## config.mk

```make
export PLATFORM = sky130hd
export DESIGN_NAME = perf_monitor_top
export DESIGN_NICKNAME = d
export VERILOG_FILES = /design/src/perf_pkg.sv /design/src/performance_counters.sv /design/src/perf_readout.sv /design/src/perf_monitor_top.sv
export SDC_FILE = /design/constraint.sdc
export NUM_CORES = 2
export LEC_CHECK = 0
export BUFFER_PORTS_ARGS = -buffer_cell sky130_fd_sc_hd__buf_2
export CAP_MARGIN = 5
export CORE_MARGIN = 2
export CORE_UTILIZATION = 30
export DETAILED_ROUTE_END_ITERATION = 10
export PLACE_DENSITY = 0.53
export SLEW_MARGIN = 15
export SYNTH_ARGS = -nofsm -noshare
export SYNTH_HDL_FRONTEND = slang
export SYNTH_SLANG_ARGS = --single-unit
```

## constraint.sdc

```tcl
create_clock -name clk -period 20.8 [get_ports clk]
set_input_delay 3.12 -clock clk [delete_from_list [all_inputs] [get_ports clk]]
set_output_delay 3.12 -clock clk [all_outputs]
set_load 0.01 [all_outputs]
```

## src/perf_pkg.sv

```systemverilog
// --------------------------------------------------------------------------
// Performance monitor package
// Counter sizes, register map constants and the vector types shared by the
// counter bank, the register read port and the testbench
// --------------------------------------------------------------------------
package perf_pkg;

	// Counter bank dimensions
	localparam int NUM_EVENT_COUNTERS = 8;
	localparam int NUM_STRANDS = 4;
	// Dependency wait, data cache wait and instruction cache wait
	localparam int NUM_WAIT_COUNTERS = 3;
	localparam int TOTAL_COUNTERS = NUM_EVENT_COUNTERS + NUM_WAIT_COUNTERS;
	localparam int COUNTER_WIDTH = 48;

	// Enough bits to hold the number of strands waiting in one cycle
	localparam int STRAND_COUNT_WIDTH = $clog2(NUM_STRANDS + 1);

	// Register map
	localparam int BUS_WIDTH = 32;
	localparam int ADDR_WIDTH = 6;
	localparam int INDEX_WIDTH = 4;
	// Upper part of a counter that is returned through the high word
	localparam int SNAPSHOT_WIDTH = COUNTER_WIDTH - BUS_WIDTH;
	// Two words per counter, so the first unmapped address is 22
	localparam int NUM_REG_WORDS = 2 * TOTAL_COUNTERS;

	// Full value of one counter
	typedef logic [COUNTER_WIDTH - 1:0] counter_t;

	// Read data on the register port
	typedef logic [BUS_WIDTH - 1:0] bus_word_t;

	// Word address where counter n sits at words 2n (low) and 2n+1 (high)
	typedef logic [ADDR_WIDTH - 1:0] reg_addr_t;

	// Selects one counter in the bank
	typedef logic [INDEX_WIDTH - 1:0] counter_index_t;

	// One pulse per event counter
	typedef logic [NUM_EVENT_COUNTERS - 1:0] event_vec_t;

	// One wait flag per strand
	typedef logic [NUM_STRANDS - 1:0] strand_mask_t;

endpackage

```

## src/performance_counters.sv

```systemverilog
// --------------------------------------------------------------------------
// Performance counter bank
// Eight single-bit event counters and three strand-wait counters, 48 bits
// each, with a synchronous clear and a combinational counter select
// --------------------------------------------------------------------------
`timescale 1ns/1ps

module performance_counters
	import perf_pkg::*;
(
	input  logic           clk,
	input  logic           reset,
	input  logic           clear,
	input  event_vec_t     events,
	input  strand_mask_t   raw_wait,
	input  strand_mask_t   dcache_wait,
	input  strand_mask_t   icache_wait,
	input  counter_index_t counter_sel,
	output counter_t       counter_value
);

	// Running totals, one entry per counter
	counter_t event_count [NUM_EVENT_COUNTERS];
	counter_t wait_count [NUM_WAIT_COUNTERS];

	// The three wait masks gathered so one loop can handle every category
	strand_mask_t wait_mask [NUM_WAIT_COUNTERS];

	// Number of strands waiting this cycle, per category
	logic [STRAND_COUNT_WIDTH - 1:0] wait_incr [NUM_WAIT_COUNTERS];

	// Index into the wait counter array once the event range is removed
	logic [$clog2(NUM_WAIT_COUNTERS) - 1:0] wait_sel;

	// Population count of a strand mask
	function automatic logic [STRAND_COUNT_WIDTH - 1:0] count_strands(
		input strand_mask_t mask
	);
		logic [STRAND_COUNT_WIDTH - 1:0] total;
		total = '0;
		for (int i = 0; i < NUM_STRANDS; i++)
		begin
			total = total + STRAND_COUNT_WIDTH'(mask[i]);
		end
		return total;
	endfunction

	// Order matches the counter indices 8, 9 and 10
	assign wait_mask[0] = raw_wait;
	assign wait_mask[1] = dcache_wait;
	assign wait_mask[2] = icache_wait;

	always_comb
	begin
		for (int j = 0; j < NUM_WAIT_COUNTERS; j++)
		begin
			wait_incr[j] = count_strands(wait_mask[j]);
		end
	end

	// A clear wins over the increments sampled on the same edge, so the
	// counters read zero afterwards and count from there
	always_ff @(posedge clk or posedge reset)
	begin
		if (reset)
		begin
			for (int i = 0; i < NUM_EVENT_COUNTERS; i++)
				event_count[i] <= '0;
			for (int j = 0; j < NUM_WAIT_COUNTERS; j++)
				wait_count[j] <= '0;
		end
		else if (clear)
		begin
			for (int i = 0; i < NUM_EVENT_COUNTERS; i++)
				event_count[i] <= '0;
			for (int j = 0; j < NUM_WAIT_COUNTERS; j++)
				wait_count[j] <= '0;
		end
		else
		begin
			// Each event bit adds at most one per cycle
			for (int i = 0; i < NUM_EVENT_COUNTERS; i++)
				event_count[i] <= event_count[i] + counter_t'(events[i]);
			// Several strands waiting at once add several counts
			for (int j = 0; j < NUM_WAIT_COUNTERS; j++)
				wait_count[j] <= wait_count[j] + counter_t'(wait_incr[j]);
		end
	end

	assign wait_sel = $bits(wait_sel)'(counter_sel - counter_index_t'(NUM_EVENT_COUNTERS));

	// Event counters come first and the wait counters follow. Anything past
	// the end of the bank reads as zero
	always_comb
	begin
		if (counter_sel < counter_index_t'(NUM_EVENT_COUNTERS))
			counter_value = event_count[counter_sel[$clog2(NUM_EVENT_COUNTERS) - 1:0]];
		else if (counter_sel < counter_index_t'(TOTAL_COUNTERS))
			counter_value = wait_count[wait_sel];
		else
			counter_value = '0;
	end

endmodule

```

## src/perf_readout.sv

```systemverilog
// --------------------------------------------------------------------------
// Performance counter read port
// Maps 32-bit word addresses onto the counter bank and holds a snapshot of
// the upper bits on every low-word read for a coherent high-word read
// --------------------------------------------------------------------------
`timescale 1ns/1ps

module perf_readout
	import perf_pkg::*;
(
	input  logic           clk,
	input  logic           reset,
	input  logic           rd_strobe,
	input  reg_addr_t      rd_addr,
	output logic           rd_valid,
	output bus_word_t      rd_data,
	output counter_index_t counter_sel,
	input  counter_t       counter_value
);

	// Upper bits of the counter seen at the last low-word read
	logic [SNAPSHOT_WIDTH - 1:0] snapshot;

	// Address decode
	logic addr_in_range;
	logic high_half;

	// Bit 0 picks the half and the rest of the address is the counter index.
	// Addresses past the map may alias a real counter here, but the range
	// check below zeroes their data
	assign counter_sel = INDEX_WIDTH'(rd_addr[ADDR_WIDTH - 1:1]);
	assign high_half = rd_addr[0];
	assign addr_in_range = (rd_addr < reg_addr_t'(NUM_REG_WORDS));

	// Every strobe is answered exactly one cycle later and nothing can stall it
	always_ff @(posedge clk or posedge reset)
	begin
		if (reset)
			rd_valid <= 1'b0;
		else
			rd_valid <= rd_strobe;
	end

	// Only an in-range low read refreshes the snapshot. A high read leaves it
	// alone, so reading another counter's high word without a low read first
	// returns the older value
	always_ff @(posedge clk or posedge reset)
	begin
		if (reset)
			snapshot <= '0;
		else if (rd_strobe && addr_in_range && !high_half)
			snapshot <= counter_value[COUNTER_WIDTH - 1:BUS_WIDTH];
	end

	// Each strobe loads zero, the snapshot or the live low word into the read data
	always_ff @(posedge clk)
	begin
		if (rd_strobe)
		begin
			if (!addr_in_range)
				rd_data <= '0;
			else if (high_half)
				rd_data <= bus_word_t'(snapshot);
			else
				rd_data <= counter_value[BUS_WIDTH - 1:0];
		end
	end

endmodule

```

## src/perf_monitor_top.sv

```systemverilog
// --------------------------------------------------------------------------
// Performance monitor top level
// Joins the counter bank to the register read port
// --------------------------------------------------------------------------
`timescale 1ns/1ps

module perf_monitor_top
	import perf_pkg::*;
(
	input  logic         clk,
	input  logic         reset,
	input  logic         clear,
	input  event_vec_t   events,
	input  strand_mask_t raw_wait,
	input  strand_mask_t dcache_wait,
	input  strand_mask_t icache_wait,
	input  logic         rd_strobe,
	input  reg_addr_t    rd_addr,
	output logic         rd_valid,
	output bus_word_t    rd_data
);

	// Counter chosen by the read port and its live value
	counter_index_t counter_sel;
	counter_t counter_value;

	// Event and wait inputs land in the counters on the next edge
	performance_counters i_counters (
		.clk           (clk),
		.reset         (reset),
		.clear         (clear),
		.events        (events),
		.raw_wait      (raw_wait),
		.dcache_wait   (dcache_wait),
		.icache_wait   (icache_wait),
		.counter_sel   (counter_sel),
		.counter_value (counter_value)
	);

	// The selected value comes back in the same cycle, so the read port
	// answers one cycle after the strobe
	perf_readout i_readout (
		.clk           (clk),
		.reset         (reset),
		.rd_strobe     (rd_strobe),
		.rd_addr       (rd_addr),
		.rd_valid      (rd_valid),
		.rd_data       (rd_data),
		.counter_sel   (counter_sel),
		.counter_value (counter_value)
	);

endmodule

```

==> flow_summary_export.csv <==
group,metric,value,unit
global_route,gr-total-overflow,0,
floorplan,die_width,333.4,um
global_route,grt_max_degree,194,
clock_network,numCtsBuffers,67,
sta,maxSlewViolCount,0,
global_route,use_met2,27.53,%
drt,num_vias,26006,
worst_setup_path,r2r_start,"i_counters.event_count[336]",
run_status,status,"finished clean",
sta,rsz0062_at_grt,"false",
clock_network,cts.path.max_buffers,3,
floorplan,io_pins,63,
pwr,powerDensity,69.35,nW/um2
worst_setup_path,worst_setup_path_start_kind,"input pin",
place,dpl.hpwl,71410,um
global_route,grt_pass1_wl,155300,um
clock_network,ctsHoldBuffers,0,
drt,antenna_left,0,
hold_path,hold_depth,2,
sta,fin_crit,6224,ps
floorplan,core,107400,um2
synth,syn_nets,3439,
hold_path,hold_class,"flop to flop",
drt,wl,100000,um
synth,syn_area,32540,um2
worst_setup_path,worst_r2r_endpoint,"i_counters.event_count[374]",
sta,fmax,160.7,MHz
sta,slew_headroom,18.34,%
sta,period_share,29.93,%
sta,setup_viol,0,
clock_network,cts_resized,0,
clock_network,clk_pin_slew,60,ps
final_layout,syn_to_final_growth,12.21,%
floorplan,rows,120,
synth,synthDistinctLibCells,54,
clock_network,worstSkewPairLatency,630,ps
synth,synthCells,3372,
global_route,grtUsageTotal,17.90,%
worst_setup_path,critPathKind,"input pin to flop",
synth,synth_top_cell_area_share,41.91,%
final_layout,regArea,14600,um2
synth,yosysWarnings,0,
drt,drtPass1Iterations,6,
worst_setup_path,worst_setup_path_end_kind,"flop",
global_route,grt_pass1_vias,24564,
hold_path,min_to,"i_readout.snapshot[2]",
final_layout,fillers,10890,
final_layout,multi_input_area,17030,um2
worst_setup_path,cp.arrival,6740,ps
clock_network,post-cts-setup-buffers,0,
global_route,grt-busiest-layer,"met2",
worst_setup_path,rr_worst_depth,7,
global_route,grtUsageMet1,26.08,%
synth,yosysSeqAreaShare,44.86,%
final_layout,antennaDiodeCount,0,
synth,synth_top_area_cell,"dfrtp_1",
final_layout,fin_nets,3432,
clock_network,tritoncts,"built",
floorplan,die_y,333.4,um
clock_network,htree_levels,3,
sta,clock-skew-final,26.58,ps
place,port_buffers,62,
synth,synth_area_leaders,"dfrtp_1 42%, mux4_2 6.6%, xor2_1 5.7%, nor2_1 5.3%, nand4_1 3.7%",
hold_path,worstHoldStart,"i_readout.snapshot[2]",
final_layout,final_core_util,34.02,%
synth,synth_flop_cell,"dfrtp_1",
drt,drc_errors,0,
floorplan,fp.dieArea,111100,um2
global_route,grtUsageMet3,2.541,%
global_route,antenna_found_initial,1,
place,gp_congestion,0.8983,
pwr,p_leak,14.24,nW
clock_network,cts.sink_count,577,
pwr,ir_drop,0.04771,mV
sta,hold_violations,0,
worst_setup_path,cp_max_fo,18,
floorplan,start_util,30.31,%
clock_network,cts_root_buffer,"clkbuf_16",
sta,setup-tns-final,0,ps
worst_setup_path,r2r_slack,17540,ps
sta,worstMarginPinSlew,1221,ps
synth,async_flop_share,94.45,%
drt,viasPerCell,5.398,
synth,ys_seq_elements,577,
drt,wl_per_cell,20.76,um
flow_run,max_cap_violations,0,
worst_setup_path,crit_required,21320,ps
synth,synth_edf_count,32,
drt,drtIter0Drc,2280,
final_layout,drive_above_1_share,9.693,%
synth,syn_avg_cell_area,9.651,um2
[synthesized netlist by cell type, types with 38 or more instances]
master	n
xnor2_1	129
a21oi_1	228
nand4_1	192
inv_1	75
nor4_1	51
or4_1	43
clkbuf_1	150
and4_1	48
nor2_1	458
nor3_1	52
o21ai_0	130
mux2i_1	96
xor2_1	210
dfrtp_1	545
nand2_1	200
o31ai_1	38
or3_1	118
mux4_2	96
and3_1	77
nand3_1	183
[per-stage QoR]
step	power (W)	cell area [um2]	hold WS, ps	instances	setup slack, ps
floorplan	0.001293	32540	495.1	3372	2445
global placement	0.001345	34330	512.4	4699	13950
detailed placement	0.001345	34330	516.7	4699	13960
CTS	0.002565	36510	534.9	4818	14600
global route	0.002630	36520	556.6	4818	14370
finish	0.002533	36520	530.9	4818	14580
[cell families after synthesis]
family / count (synthesis) / synth area share [%]
AO/OA/AOI/OAI: 453 / 7.782
XOR/XNOR: 339 / 9.123
adder cells (fa/ha/maj): 37 / 1.561
buffers and inverters: 255 / 2.964
flip-flops: 577 / 44.86
multiplexers: 194 / 9.665
AND/OR/NAND/NOR: 1517 / 24.04
[critical path: stages]
cell      delay [ps]
buf_2            100
ha_1             280
inv_1             60
fa_1             410
inv_1            100
ha_1             200
inv_1             60
fa_1             390
nand2b_1         180
a2111o_1         590
or3_1            630
or4_1            480
a21oi_1          140
[report_power, final]
group	total, W	internal (W)	switching (W)
registers	0.00117	0.00115	0.0000176
logic	0.000153	0.0000483	0.000105
clock network	0.00121	0.000704	0.000506
[state kept, by name, summed over array words and instances (netlist names)]
signal	count
i_counters.event_count	384
i_counters.wait_count	144
i_readout.rd_data	32
i_readout.rd_valid	1
i_readout.snapshot	16
[metal layers]
layer	wire [um]	vias up	part of all wire, %
met5	0	-	0
met4	2401	0	2.4
met3	5356	113	5.4
met2	45240	673	45
met1	47030	13019	47
li1	-	12201	-
[placed cells by master (no fill, tap or decap), types with 5 or more instances in the layout]
cell type	count
a21oi_1	228
and2_1	28
and3_1	77
and4_1	48
buf_2	59
buf_4	41
bufinv_16	5
clkbuf_1	21
clkbuf_16	68
clkbuf_8	10
clkinv_2	8
dfrtp_1	545
edfxtp_1	32
fa_1	6
ha_1	31
inv_1	74
mux2i_1	96
mux4_2	96
nand2_1	199
nand3_1	183
nand4_1	192
nor2_1	458
nor2b_1	35
nor3_1	51
nor4_1	47
nor4_2	8
o21ai_0	130
o221ai_1	16
o22ai_1	16
o31ai_1	38
or2_2	8
or3_1	117
or4_1	43
xnor2_1	129
xor2_1	210
[final cells by class]
class                   count  share of cell area, %
multi-input cells        2540                  46.63
flip-flops and latches    577                  39.98
clock buffers              99                  5.253
well taps                1403                  4.807
repair buffers            104                  1.819
inverters                  75                 0.7915
clock inverters            20                 0.7229
[worst max-delay path by stage]
stage	startpoint	endpoint	slack, ps	cells past startpoint
6_report	icache_wait[0]	i_counters.wait_count[42]	14580	13
3_5_place_dp	icache_wait[0]	i_counters.wait_count[42]	13960	13
4_1_cts	icache_wait[0]	i_counters.wait_count[42]	14600	13
3_3_place_gp	icache_wait[0]	i_counters.wait_count[42]	13950	13
5_1_grt	icache_wait[0]	i_counters.wait_count[42]	14370	13
2_1_floorplan	reset	i_counters.event_count[0]	2440	1
Note: power is estimated with default switching activity, not from simulation.
